===== src/tracker_pkg.sv =====
`default_nettype none

package tracker_pkg;

    //////////////////////////////////////////////////////////////////////
    // image geometry and accumulator widths
    //////////////////////////////////////////////////////////////////////

    // 320x240 camera image
    localparam int x_width = 9;
    localparam int y_width = 8;

    // marker pixels per frame
    localparam int count_width = 16;
    // coordinate sum over one frame
    localparam int sum_width = 24;
    // divider step counter, one quotient bit per step
    localparam int div_step_width = $clog2(sum_width);

    //////////////////////////////////////////////////////////////////////
    // marker colour thresholds, 4 bits per channel
    //////////////////////////////////////////////////////////////////////

    localparam logic [3:0] colour_hi = 4'd12;
    localparam logic [3:0] colour_lo = 4'd3;

    // smaller blobs are treated as noise
    localparam logic [count_width-1:0] min_blob_pixels = count_width'(5);

    //////////////////////////////////////////////////////////////////////
    // motion window
    //////////////////////////////////////////////////////////////////////

    localparam int window_frames = 16;
    localparam int window_cnt_width = $clog2(window_frames);
    localparam int motion_width = 13;
    // window magnitude above this counts as a gesture
    localparam logic [motion_width-1:0] gesture_limit = motion_width'('h20);

    // player 1 wears red, player 2 white
    typedef enum logic {
        marker_red,
        marker_white
    } marker_t;

    // which centroid coordinate a division belongs to
    typedef enum logic {
        axis_x,
        axis_y
    } axis_t;

endpackage

`default_nettype wire

===== src/blob_accumulator.sv =====
`default_nettype none

module blob_accumulator
    import tracker_pkg::*;
#(
    parameter marker_t marker = marker_red
) (
    input  wire logic                   clk_65mhz,
    input  wire logic                   rst,
    input  wire logic [11:0]            pixel,
    input  wire logic                   pixel_valid,
    input  wire logic [x_width-1:0]     x,
    input  wire logic [y_width-1:0]     y,
    input  wire logic                   frame_done,
    input  wire logic                   div_grant,
    output logic                        div_req,
    output axis_t                       div_axis,
    output logic [sum_width-1:0]        div_sum,
    output logic [count_width-1:0]      div_count
);

    logic is_red;
    logic is_white;
    logic is_marker;

    // registered pixel hit and its coordinates
    logic                 hit_q;
    logic [x_width-1:0]   x_q;
    logic [y_width-1:0]   y_q;
    logic                 frame_done_q;

    // running totals for the frame in progress
    logic [sum_width-1:0]   run_x_sum;
    logic [sum_width-1:0]   run_y_sum;
    logic [count_width-1:0] run_count;

    // totals of the finished frame, held for the divider
    logic [sum_width-1:0]   x_sum_l;
    logic [sum_width-1:0]   y_sum_l;

    // channel compares, R in [11:8], G in [7:4], B in [3:0]
    assign is_red = (pixel[11:8] > colour_hi) && (pixel[7:4] < colour_lo) &&
                    (pixel[3:0] < colour_lo);
    assign is_white = (pixel[11:8] > colour_hi) && (pixel[7:4] > colour_hi) &&
                      (pixel[3:0] > colour_hi);
    assign is_marker = (marker == marker_red) ? is_red : is_white;

    // pixel stage, frame_done cycle never counts
    always_ff @(posedge clk_65mhz) begin
        if (rst) begin
            hit_q <= 1'b0;
            frame_done_q <= 1'b0;
        end else begin
            hit_q <= pixel_valid && !frame_done && is_marker;
            frame_done_q <= frame_done;
        end
        x_q <= x;
        y_q <= y;
    end

    // accumulate, then latch and restart one cycle after frame_done
    always_ff @(posedge clk_65mhz) begin
        if (rst) begin
            run_x_sum <= '0;
            run_y_sum <= '0;
            run_count <= '0;
        end else if (frame_done_q) begin
            run_x_sum <= '0;
            run_y_sum <= '0;
            run_count <= '0;
        end else if (hit_q) begin
            run_x_sum <= run_x_sum + sum_width'(x_q);
            run_y_sum <= run_y_sum + sum_width'(y_q);
            run_count <= run_count + 1'b1;
        end
    end

    // finished-frame totals
    always_ff @(posedge clk_65mhz) begin
        if (frame_done_q) begin
            x_sum_l <= run_x_sum;
            y_sum_l <= run_y_sum;
            div_count <= run_count;
        end
    end

    // request x first, then y; hold until granted
    always_ff @(posedge clk_65mhz) begin
        if (rst) begin
            div_req <= 1'b0;
            div_axis <= axis_x;
        end else if (frame_done_q) begin
            div_req <= run_count > min_blob_pixels;
            div_axis <= axis_x;
        end else if (div_req && div_grant) begin
            if (div_axis == axis_x) begin
                div_axis <= axis_y;
            end else begin
                div_req <= 1'b0;
            end
        end
    end

    assign div_sum = (div_axis == axis_x) ? x_sum_l : y_sum_l;

endmodule

`default_nettype wire


===== src/centroid_divider.sv =====
`default_nettype none

module centroid_divider
    import tracker_pkg::*;
(
    input  wire logic                   clk_65mhz,
    input  wire logic                   rst,
    input  wire logic                   start,
    input  wire logic [sum_width-1:0]   numerator,
    input  wire logic [count_width-1:0] denominator,
    output logic                        busy,
    output logic                        done,
    output logic [x_width-1:0]          quotient
);

    localparam logic [div_step_width-1:0] last_step = div_step_width'(sum_width - 1);

    logic [div_step_width-1:0] step;

    // dividend shifts out the top while quotient bits shift in below
    logic [sum_width-1:0]   quo;
    logic [count_width-1:0] rem;
    logic [count_width-1:0] den;

    // partial remainder with the next dividend bit, and the trial subtract
    logic [count_width:0]   shifted;
    logic [count_width+1:0] trial;

    assign shifted = {rem, quo[sum_width-1]};
    assign trial = {1'b0, shifted} - {2'b00, den};

    // control, 24 steps then done on the 25th cycle after start
    always_ff @(posedge clk_65mhz) begin
        if (rst) begin
            busy <= 1'b0;
            done <= 1'b0;
            step <= '0;
        end else begin
            done <= 1'b0;
            if (start) begin
                busy <= 1'b1;
                step <= '0;
            end else if (busy) begin
                step <= step + 1'b1;
                if (step == last_step) begin
                    busy <= 1'b0;
                    done <= 1'b1;
                end
            end
        end
    end

    // restoring step, keep the difference only when it is not negative
    always_ff @(posedge clk_65mhz) begin
        if (start) begin
            quo <= numerator;
            rem <= '0;
            den <= denominator;
        end else if (busy) begin
            if (!trial[count_width+1]) begin
                rem <= trial[count_width-1:0];
                quo <= {quo[sum_width-2:0], 1'b1};
            end else begin
                rem <= shifted[count_width-1:0];
                quo <= {quo[sum_width-2:0], 1'b0};
            end
        end
    end

    // a centroid always fits the coordinate width, remainder dropped
    assign quotient = quo[x_width-1:0];

endmodule

`default_nettype wire


===== src/divider_arbiter.sv =====
`default_nettype none

module divider_arbiter
    import tracker_pkg::*;
(
    input  wire logic                   clk_65mhz,
    input  wire logic                   rst,
    input  wire logic                   p1_req,
    input  wire axis_t                  p1_axis,
    input  wire logic [sum_width-1:0]   p1_sum,
    input  wire logic [count_width-1:0] p1_count,
    input  wire logic                   p2_req,
    input  wire axis_t                  p2_axis,
    input  wire logic [sum_width-1:0]   p2_sum,
    input  wire logic [count_width-1:0] p2_count,
    input  wire logic                   busy,
    input  wire logic                   done,
    input  wire logic [x_width-1:0]     quotient,
    output logic                        p1_grant,
    output logic                        p2_grant,
    output logic                        start,
    output logic [sum_width-1:0]        numerator,
    output logic [count_width-1:0]      denominator,
    output logic                        p1_coord_valid,
    output logic                        p2_coord_valid,
    output axis_t                       coord_axis,
    output logic [x_width-1:0]          coord
);

    // p2 goes first on the next tie
    logic  prio_p2;
    logic  pick_p2;
    // record of the job in the divider
    logic  owner_p2;
    axis_t job_axis;

    // p2 wins when alone or when it holds priority
    assign pick_p2 = p2_req && (!p1_req || prio_p2);

    // grants only while the divider is idle
    assign p1_grant = !busy && p1_req && !pick_p2;
    assign p2_grant = !busy && pick_p2;
    assign start = p1_grant || p2_grant;

    // operands of the winning player
    assign numerator = pick_p2 ? p2_sum : p1_sum;
    assign denominator = pick_p2 ? p2_count : p1_count;

    always_ff @(posedge clk_65mhz) begin
        if (rst) begin
            prio_p2 <= 1'b0;
            owner_p2 <= 1'b0;
            job_axis <= axis_x;
        end else if (start) begin
            // loser of this round gets priority next
            prio_p2 <= p1_grant;
            owner_p2 <= p2_grant;
            job_axis <= p2_grant ? p2_axis : p1_axis;
        end
    end

    // steer the result back to its owner
    assign p1_coord_valid = done && !owner_p2;
    assign p2_coord_valid = done && owner_p2;
    assign coord_axis = job_axis;
    assign coord = quotient;

endmodule

`default_nettype wire


===== src/gesture_top.sv =====
`default_nettype none

module gesture_top
    import tracker_pkg::*;
(
    input  wire logic                   clk_65mhz,
    input  wire logic                   rst,
    input  wire logic [11:0]            pixel,
    input  wire logic                   pixel_valid,
    input  wire logic [x_width-1:0]     x,
    input  wire logic [y_width-1:0]     y,
    input  wire logic                   frame_done,
    output logic                        p1_gesture_valid,
    output logic                        p1_punch,
    output logic                        p1_kick,
    output logic [motion_width-1:0]     p1_dx_mag,
    output logic                        p1_dx_neg,
    output logic [motion_width-1:0]     p1_dy_mag,
    output logic                        p1_dy_neg,
    output logic                        p2_gesture_valid,
    output logic                        p2_punch,
    output logic                        p2_kick,
    output logic [motion_width-1:0]     p2_dx_mag,
    output logic                        p2_dx_neg,
    output logic [motion_width-1:0]     p2_dy_mag,
    output logic                        p2_dy_neg
);

    // request side of each player
    logic                   p1_req;
    logic                   p2_req;
    axis_t                  p1_axis;
    axis_t                  p2_axis;
    logic [sum_width-1:0]   p1_sum;
    logic [sum_width-1:0]   p2_sum;
    logic [count_width-1:0] p1_count;
    logic [count_width-1:0] p2_count;
    logic                   p1_grant;
    logic                   p2_grant;

    // shared divider
    logic                   start;
    logic [sum_width-1:0]   numerator;
    logic [count_width-1:0] denominator;
    logic                   busy;
    logic                   done;
    logic [x_width-1:0]     quotient;

    // routed results
    logic                   p1_coord_valid;
    logic                   p2_coord_valid;
    axis_t                  coord_axis;
    logic [x_width-1:0]     coord;

    //////////////////////////////////////////////////////////////////////
    // marker detection, red for player 1 and white for player 2
    //////////////////////////////////////////////////////////////////////

    blob_accumulator #(.marker(marker_red)) p1_blob (
        .clk_65mhz(clk_65mhz), .rst(rst),
        .pixel(pixel), .pixel_valid(pixel_valid), .x(x), .y(y),
        .frame_done(frame_done), .div_grant(p1_grant),
        .div_req(p1_req), .div_axis(p1_axis),
        .div_sum(p1_sum), .div_count(p1_count)
    );

    blob_accumulator #(.marker(marker_white)) p2_blob (
        .clk_65mhz(clk_65mhz), .rst(rst),
        .pixel(pixel), .pixel_valid(pixel_valid), .x(x), .y(y),
        .frame_done(frame_done), .div_grant(p2_grant),
        .div_req(p2_req), .div_axis(p2_axis),
        .div_sum(p2_sum), .div_count(p2_count)
    );

    // one divider shared by both players
    divider_arbiter arbiter (
        .clk_65mhz(clk_65mhz), .rst(rst),
        .p1_req(p1_req), .p1_axis(p1_axis), .p1_sum(p1_sum), .p1_count(p1_count),
        .p2_req(p2_req), .p2_axis(p2_axis), .p2_sum(p2_sum), .p2_count(p2_count),
        .busy(busy), .done(done), .quotient(quotient),
        .p1_grant(p1_grant), .p2_grant(p2_grant),
        .start(start), .numerator(numerator), .denominator(denominator),
        .p1_coord_valid(p1_coord_valid), .p2_coord_valid(p2_coord_valid),
        .coord_axis(coord_axis), .coord(coord)
    );

    centroid_divider divider (
        .clk_65mhz(clk_65mhz), .rst(rst),
        .start(start), .numerator(numerator), .denominator(denominator),
        .busy(busy), .done(done), .quotient(quotient)
    );

    //////////////////////////////////////////////////////////////////////
    // per-player motion windows
    //////////////////////////////////////////////////////////////////////

    motion_tracker p1_motion (
        .clk_65mhz(clk_65mhz), .rst(rst), .frame_done(frame_done),
        .coord_valid(p1_coord_valid), .coord_axis(coord_axis), .coord(coord),
        .gesture_valid(p1_gesture_valid), .punch(p1_punch), .kick(p1_kick),
        .dx_mag(p1_dx_mag), .dx_neg(p1_dx_neg),
        .dy_mag(p1_dy_mag), .dy_neg(p1_dy_neg)
    );

    motion_tracker p2_motion (
        .clk_65mhz(clk_65mhz), .rst(rst), .frame_done(frame_done),
        .coord_valid(p2_coord_valid), .coord_axis(coord_axis), .coord(coord),
        .gesture_valid(p2_gesture_valid), .punch(p2_punch), .kick(p2_kick),
        .dx_mag(p2_dx_mag), .dx_neg(p2_dx_neg),
        .dy_mag(p2_dy_mag), .dy_neg(p2_dy_neg)
    );

endmodule

`default_nettype wire


===== src/motion_tracker.sv =====
`default_nettype none

module motion_tracker
    import tracker_pkg::*;
(
    input  wire logic                   clk_65mhz,
    input  wire logic                   rst,
    input  wire logic                   frame_done,
    input  wire logic                   coord_valid,
    input  wire axis_t                  coord_axis,
    input  wire logic [x_width-1:0]     coord,
    output logic                        gesture_valid,
    output logic                        punch,
    output logic                        kick,
    output logic [motion_width-1:0]     dx_mag,
    output logic                        dx_neg,
    output logic [motion_width-1:0]     dy_mag,
    output logic                        dy_neg
);

    // x result waiting for its y partner
    logic [x_width-1:0] x_pend;
    // current and previous centroid
    logic [x_width-1:0] cur_x;
    logic [y_width-1:0] cur_y;
    logic [x_width-1:0] prev_x;
    logic [y_width-1:0] prev_y;
    logic               have_cur;
    logic               delta_pending;

    // 2-frame delta, sign and magnitude
    logic               step_dx_neg;
    logic               step_dy_neg;
    logic [x_width-1:0] step_dx;
    logic [y_width-1:0] step_dy;

    // updated window sums, sign in the top bit
    logic [motion_width:0] next_dx;
    logic [motion_width:0] next_dy;

    logic [window_cnt_width-1:0] frame_cnt;

    // sign-magnitude add, larger magnitude keeps its sign
    function automatic logic [motion_width:0] sm_add(
        input logic [motion_width-1:0] acc_mag,
        input logic                    acc_neg,
        input logic [motion_width-1:0] d_mag,
        input logic                    d_neg
    );
        logic [motion_width:0] res;
        if (acc_neg == d_neg) begin
            res = {acc_neg, acc_mag + d_mag};
        end else if (acc_mag > d_mag) begin
            res = {acc_neg, acc_mag - d_mag};
        end else begin
            res = {d_neg, d_mag - acc_mag};
        end
        return res;
    endfunction

    //////////////////////////////////////////////////////////////////////
    // centroid history
    //////////////////////////////////////////////////////////////////////

    always_ff @(posedge clk_65mhz) begin
        if (coord_valid && coord_axis == axis_x) begin
            x_pend <= coord;
        end
        // y completes the centroid
        if (coord_valid && coord_axis == axis_y) begin
            cur_x <= x_pend;
            cur_y <= coord[y_width-1:0];
            prev_x <= cur_x;
            prev_y <= cur_y;
        end
    end

    // first centroid after reset has nothing to compare against
    always_ff @(posedge clk_65mhz) begin
        if (rst) begin
            have_cur <= 1'b0;
            delta_pending <= 1'b0;
        end else begin
            delta_pending <= coord_valid && coord_axis == axis_y && have_cur;
            if (coord_valid && coord_axis == axis_y) begin
                have_cur <= 1'b1;
            end
        end
    end

    assign step_dx_neg = prev_x > cur_x;
    assign step_dy_neg = prev_y > cur_y;
    assign step_dx = step_dx_neg ? prev_x - cur_x : cur_x - prev_x;
    assign step_dy = step_dy_neg ? prev_y - cur_y : cur_y - prev_y;

    //////////////////////////////////////////////////////////////////////
    // window sums and verdict
    //////////////////////////////////////////////////////////////////////

    // during the verdict cycle a new delta starts the next window from zero
    assign next_dx = gesture_valid ?
        {step_dx_neg, motion_width'(step_dx)} :
        sm_add(dx_mag, dx_neg, motion_width'(step_dx), step_dx_neg);
    assign next_dy = gesture_valid ?
        {step_dy_neg, motion_width'(step_dy)} :
        sm_add(dy_mag, dy_neg, motion_width'(step_dy), step_dy_neg);

    always_ff @(posedge clk_65mhz) begin
        if (rst) begin
            {dx_neg, dx_mag} <= '0;
            {dy_neg, dy_mag} <= '0;
        end else if (delta_pending) begin
            {dx_neg, dx_mag} <= next_dx;
            {dy_neg, dy_mag} <= next_dy;
        end else if (gesture_valid) begin
            // clear after the verdict has been shown
            {dx_neg, dx_mag} <= '0;
            {dy_neg, dy_mag} <= '0;
        end
    end

    // verdict one cycle after every 16th frame_done
    always_ff @(posedge clk_65mhz) begin
        if (rst) begin
            frame_cnt <= '0;
            gesture_valid <= 1'b0;
        end else begin
            gesture_valid <= frame_done &&
                (frame_cnt == window_cnt_width'(window_frames - 1));
            if (frame_done) begin
                frame_cnt <= frame_cnt + 1'b1;
            end
        end
    end

    // horizontal motion is a punch, vertical a kick
    assign punch = gesture_valid && (dx_mag > gesture_limit);
    assign kick = gesture_valid && (dy_mag > gesture_limit);

endmodule

`default_nettype wire


===== config.mk =====
export PLATFORM = sky130hd
export DESIGN_NAME = gesture_top
export DESIGN_NICKNAME = d
export VERILOG_FILES = /design/src/tracker_pkg.sv /design/src/blob_accumulator.sv /design/src/centroid_divider.sv /design/src/divider_arbiter.sv /design/src/gesture_top.sv /design/src/motion_tracker.sv
export SDC_FILE = /design/constraint.sdc
export NUM_CORES = 1
export LEC_CHECK = 0
export BUFFER_PORTS_ARGS = -buffer_cell sky130_fd_sc_hd__buf_2
export CORE_ASPECT_RATIO = 0.9
export CORE_UTILIZATION = 55
export CTS_CLUSTER_DIAMETER = 30
export DETAILED_ROUTE_END_ITERATION = 8
export HOLD_SLACK_MARGIN = 0.05
export PLACE_DENSITY = 0.81
export SLEW_MARGIN = 15
export SYNTH_ARGS = -nofsm -noshare
export SYNTH_HDL_FRONTEND = slang
export SYNTH_SLANG_ARGS = --single-unit

===== constraint.sdc =====
create_clock -name clk_65mhz -period 13.7 [get_ports clk_65mhz]
set_input_delay 0.685 -clock clk_65mhz [delete_from_list [all_inputs] [get_ports clk_65mhz]]
set_output_delay 0.685 -clock clk_65mhz [all_outputs]
set_load 0.01 [all_outputs]

# Word-level counts from Yosys, hierarchy flattened
# Index checks and enable logic that the tools add are counted.
dict set report word_totals {
  ff_bits 502
  inputBits 33
  output_inout_bits 62
  wordCells 219
}
dict set report classes {
  addsub 30
  order_cmp 19
  eq_ne 15
  n_mux 47
  bitwise_logic 2
  n_reduce_logical 50
}
# op count
set op_table {}
lappend op_table {{two-way mux 14 bit} 12}
lappend op_table {{two-way mux 24 bit} 5}
lappend op_table {{two-way mux 13 bit} 6}
lappend op_table {{greater-than comparator 13 x 6 -> 1 bit (second input constant)} 4}
lappend op_table {{adder 24 x 8 -> 24 bit} 2}
lappend op_table {{adder 24 x 9 -> 24 bit} 2}
lappend op_table {{subtractor 9 bit} 4}
lappend op_table {{adder 16 x 1 -> 16 bit (second input constant)} 2}
lappend op_table {{greater-than comparator 16 x 3 -> 1 bit (second input constant)} 2}
lappend op_table {{two-way mux 16 bit} 2}
lappend op_table {{subtractor 8 bit} 4}
lappend op_table {{logical AND 1 bit} 27}
lappend op_table {{adder 13 x 8 -> 13 bit} 2}
lappend op_table {{adder 13 x 9 -> 13 bit} 2}
lappend op_table {{greater-than comparator 13 x 8 -> 1 bit} 2}
lappend op_table {{greater-than comparator 13 x 9 -> 1 bit} 2}
lappend op_table {{subtractor 13 x 8 -> 13 bit} 2}
lappend op_table {{subtractor 13 x 9 -> 13 bit} 2}
lappend op_table {{subtractor 8 x 13 -> 13 bit} 2}
lappend op_table {{subtractor 9 x 13 -> 13 bit} 2}
lappend op_table {{greater-than comparator 9 bit} 2}
lappend op_table {{two-way mux 1 bit} 18}
lappend op_table {{two-way mux 9 bit} 2}
lappend op_table {{subtractor 17 x 16 -> 18 bit} 1}
lappend op_table {{18 further kinds} 52}

# Logic depth before layout (Yosys ltp)
dict set report logic_depth {
  word_depth 8
  ltp_mapped 23
}

# Hierarchy
# A second synthesis with hierarchy kept.
dict set report unflattened {
  cells_unflattened 3257
  hier_area_um2 31801.8
}
# module n_inst cells_per_inst area_each_um2 seq_area_each_um2
set by_module_without_submodules {}
lappend by_module_without_submodules {{motion_tracker at p1_motion} 1 895 7563.5 1991.9}
lappend by_module_without_submodules {{motion_tracker at p2_motion} 1 868 7374.6 1991.9}
lappend by_module_without_submodules {{blob_accumulator at p1_blob} 1 564 6334.8 3623.5}
lappend by_module_without_submodules {{blob_accumulator at p2_blob} 1 535 6173.4 3623.5}
lappend by_module_without_submodules {centroid_divider 1 320 3462.1 1661.6}
lappend by_module_without_submodules {divider_arbiter 1 75 893.4 60.1}

# Worst setup path after synthesis
# OpenSTA, ideal clock, no wires.
dict set report synth_path {
  kind {reg-to-reg}
  start {register p2_blob.frame_done_q}
  end {register p2_blob.run_count[0]}
  setup_time_ns 0.128
  t_arrival_ns 4.434
  required_time_ns 13.572
  path_slack_ns 9.139
  stages_incl_launch_ff 7
  n_path_buf 4
  path_cell_list {dfxtp_1 clkbuf_1 or2_2 clkbuf_1 clkbuf_1 clkbuf_1 nor2_1}
}
dict set report synth_via {
  elab_chain_len 1
}
# item line
set synth_lines {}
lappend synth_lines {{from (decl)} blob_accumulator.sv:30} ;# logic frame_done_q;
lappend synth_lines {{from (signal assigned)} blob_accumulator.sv:55} ;# frame_done_q <= frame_done;
lappend synth_lines {{OR reduction 2 bit (no line)} -}
lappend synth_lines {{to (signal assigned)} blob_accumulator.sv:74} ;# run_count <= run_count + 1'b1;
lappend synth_lines {{to (decl)} blob_accumulator.sv:35} ;# logic [count_width-1:0] run_count;
# Every way passes these cells.
# A chain may end at the register's enable or synchronous reset.

# Worst setup path after layout
dict set report layout_path {
  start {register p2_motion.cur_x[6]}
  end {register p2_motion.dx_mag[7]}
}
dict set report layout_via {
  elab_chain_len 7
}
# item line
set layout_lines {}
lappend layout_lines {{from (decl)} motion_tracker.sv:24} ;# logic [x_width-1:0] cur_x;
lappend layout_lines {{from (signal assigned)} motion_tracker.sv:71} ;# cur_x <= x_pend;
lappend layout_lines {{subtractor 9 bit / greater-than comparator 9 bit (equally long branches)} {motion_tracker.sv:93, motion_tracker.sv:91}}
lappend layout_lines {{two-way mux 9 bit} motion_tracker.sv:93} ;# assign step_dx = step_dx_neg ? prev_x - cur_x : cur_x - prev_x;
lappend layout_lines {{subtractor 9 x 13 -> 13 bit, or another cell as far along} motion_tracker.sv:56} ;# res = {d_neg, d_mag - acc_mag};
lappend layout_lines {{two-way mux 14 bit} motion_tracker.sv:53} ;# end else if (acc_mag > d_mag) begin
lappend layout_lines {{two-way mux 14 bit} motion_tracker.sv:51} ;# if (acc_neg == d_neg) begin
lappend layout_lines {{two-way mux 14 bit *} motion_tracker.sv:101} ;# assign next_dx = gesture_valid ?
lappend layout_lines {{two-way mux 13 bit *} motion_tracker.sv:112} ;# end else if (delta_pending) begin
lappend layout_lines {{to (signal assigned)} motion_tracker.sv:113} ;# {dx_neg, dx_mag} <= next_dx;
lappend layout_lines {{to (decl)} motion_tracker.sv:15} ;# output logic [motion_width-1:0] dx_mag,
# Every way passes the cells marked *; elsewhere a longest branch is shown, timed or not. The select of a mux whose other input is x is not followed.

==> results.py <==
metrics = {
    "outcome": {
        "outcome": "finished clean",
    },
    "sta": {
        "fin_tns_setup_ps": 0,
        "skew_ps": 41.2,
        "max_slew_margin": 0.232,
        "final_max_slew_viol_count": 0,
        "finalCriticalPeriod_ps": 5630,
        "rsz0062_at_grt": "no",
        "worst_slack_ps": 8070,
        "max_clock_freq_mhz": 178,
        "setup_viol": 0,
        "finalCritPeriodShare": 0.411,
        "worst_pin_slew_ps": 1140,
        "finalHoldViolCount": 0,
    },
    "global_routing": {
        "grt_pass1_vias": 22876,
        "overflow": 0,
        "grt_max_degree": 77,
        "track_usage": 0.251,
        "antenna_found_initial": 0,
        "grt_first_pass_wirelength_um": 116000,
    },
    "synthesis": {
        "netlist_instances": 3172,
        "ys_types": 107,
        "synth_mux_area_frac": 0.0595,
        "synth_top_family_by_area": "compound AO/OA/AOI/OAI gates",
        "ys_warn_count": 0,
        "async_reset_ff_frac": 0,
        "synthTopCellsByArea": "edfxtp_1, dfxtp_1, ha_1",
        "syn_area_um2": 30400,
        "syn_nets": 3465,
        "synth_common_cells": "inv_1, edfxtp_1, dfxtp_1",
        "yosysTopAreaCell": "edfxtp_1",
        "synth-seq-area-share": 0.414,
        "synth_simple_gate_area_frac": 0.150,
        "synth_enable_flop_cells": 254,
        "ys_ff_latch": 502,
        "synth.most_common_cell": "inv_1",
        "synth_top_cell_area_share": 0.251,
        "synth_compound_area_frac": 0.173,
        "synthAdderAreaFrac": 0.113,
        "synth_xor_area_frac": 0.0360,
        "syn_avg_cell_area_um2": 9.58,
        "synthFlopType": "edfxtp_1",
    },
    "finish": {
        "multi_input_area_um2": 16200,
        "nFillCells": 4184,
        "post-route-util": 0.640,
        "final_cell_area_um2": 34800,
        "drive_gt1_frac": 0.116,
        "register_area_um2": 12600,
        "syn2layout_area_growth_pct": 14.6,
        "fin_nets": 3541,
        "antenna_cells": 0,
    },
    "placement": {
        "dp_slack_ps": 8200,
        "gp_congestion": 0.994,
        "post-dp-hpwl_um": 48400,
        "place_area_um2": 31400,
        "port-buffer-count": 94,
    },
    "setup_path": {
        "start_kind": "flip-flop",
        "endpoint_kind": "flip-flop",
        "cp_max_fo": 18,
        "cp.arrival_ps": 6110,
        "ff2ff_path_depth": 18,
        "reg2reg_setup_slack_ps": 8070,
        "required_ps": 14190,
        "crit_type": "flip-flop to flip-flop",
    },
    "floorplanning": {
        "core_um2": 54400,
        "row_count": 81,
        "die_h_um": 225,
        "initial_utilization": 0.559,
        "die_w_um": 250,
        "num_io_pins": 95,
        "die_area_um2": 56200,
    },
    "drt": {
        "viasPerCell": 5.99,
        "dr.first_iter.drc_count": 2118,
        "routed_wl_um": 71600,
        "dr.pass1.iters": 5,
        "vias": 24149,
        "ant_nets": 0,
        "drc": 0,
        "routedWlPerCell_um": 17.7,
    },
    "hold_path": {
        "min_path_type": "primary input to flip-flop",
        "worstHoldPathCells": 1,
    },
    "clocking": {
        "ctsHoldBuffers": 0,
        "clkTransAtPathRegs_ps": 50,
        "cts_max_level": 3,
        "cts_sinks": 502,
        "clk_path_buf_depth": 3,
        "cts_resized": 0,
        "cts_setup_buffers": 0,
        "cts_made_buffers": 94,
        "clock_latency_ps": 650,
        "clock-root-buffer": "clkbuf_16",
        "cts_tree": "yes",
    },
    "power": {
        "powerDensity_nw_per_um2": 123,
        "peakVddDrop_mv": 0.116,
        "p_leak_nw": 13.9,
    },
    "flow_run": {
        "drv_cap": 0,
    },
}
-- cells in the final DEF, fill, tap and decap left out, types with 16 or more instances in the layout --
cell / n
inv_1: 274
edfxtp_1: 254
dfxtp_1: 247
ha_1: 235
nand2_1: 222
nor2_1: 221
a21oi_1: 220
o21ai_0: 165
mux2i_1: 121
clkbuf_16: 98
buf_2: 94
xnor2_1: 82
nand3_1: 66
nor3_1: 64
or3_1: 63
mux2_2: 51
xor2_1: 43
and3_1: 42
a21o_1: 41
a211oi_1: 35
and2_1: 33
nor2b_1: 30
nand4_1: 30
o21a_1: 29
o211ai_1: 28
a31oi_1: 27
fa_1: 25
o21bai_1: 24
nor4_1: 23
buf_4: 23
a21boi_0: 21
nand2b_1: 19
a221o_1: 16
bufinv_16: 16
-- final timing paths --
| check | to | start |
|---|---|---|
| max | p2_motion.dx_mag[7] | p2_motion.cur_x[6] |
| max reg2reg | p2_motion.dx_mag[7] | p2_motion.cur_x[6] |
| min | p2_blob.x_q[4] | x[4] |
| min reg2reg | p1_motion.cur_x[8] | p1_motion.x_pend[8] |
-- state kept, by name, summed over array words and instances (netlist names), 13 cells and up --
name / cells
p1_motion.dy_mag: 13
p2_blob.y_sum_l: 24
p1_blob.run_count: 16
p1_blob.run_y_sum: 24
p2_blob.run_count: 16
divider.den: 16
p2_blob.x_sum_l: 24
divider.quo: 24
p1_blob.x_sum_l: 24
p1_blob.run_x_sum: 24
p2_blob.run_y_sum: 24
p2_blob.run_x_sum: 24
p1_motion.dx_mag: 13
p2_motion.dx_mag: 13
p2_motion.dy_mag: 13
divider.rem: 16
p1_blob.div_count: 16
p2_blob.div_count: 16
p1_blob.y_sum_l: 24
-- kinds of logic after synthesis --
group                    after synthesis
AO/OA/AOI/OAI                        795
AND/OR/NAND/NOR                      901
XOR/XNOR                             125
flip-flops                           502
adder cells (fa/ha/maj)              260
multiplexers                         174
buffers and inverters                415
-- per-layer routing --
layer	wire, um	track usage	part of all wire
met1	31500	0.336	0.44
met2	33400	0.416	0.47
met3	4750	0.0388	0.066
met4	1980	0.0844	0.028
met5	0	0	0
-- cell type report --
class,count,share of cell area
multi-input cells,2255,0.465
inverters,278,0.0300
repair buffers,117,0.0185
clock inverters,65,0.0263
clock buffers,111,0.0730
well taps,705,0.0253
flip-flops and latches,502,0.362
-- metrics by stage --
step | total power [W] | hold slack (ps) | std cells
final | 0.00427 | 133 | 4033
after global routing | 0.00440 | 111 | 4033
after CTS | 0.00430 | 104 | 4033
after detailed placement | 0.00183 | 405 | 3857
after global placement | 0.00183 | 400 | 3857
after floorplan | 0.00178 | 400 | 3172
-- report_power, final --
part	switching [W]	internal (W)	total, W
sequential	0.0000256	0.00162	0.00165
combinational	0.000100	0.0000564	0.000156
clock	0.000823	0.00164	0.00246
total	0.000948	0.00332	0.00427
-- worst max-delay path, stage by stage (launching register included) --
cell and delay [ps]:
edfxtp_1 430, ha_1 450, nand4_1 230, o311ai_1 320, a211o_1 180, nand2_1 320, mux2_2 390, a211oi_1 250
xor2_1 290, inv_1 120, ha_1 610, o21ai_0 200, o211ai_1 310, a211o_1 200, and2_4 270, mux2_2 370
and3_1 170, o31ai_1 230, o21ai_0 140
Power figures use the tool's default switching activity.
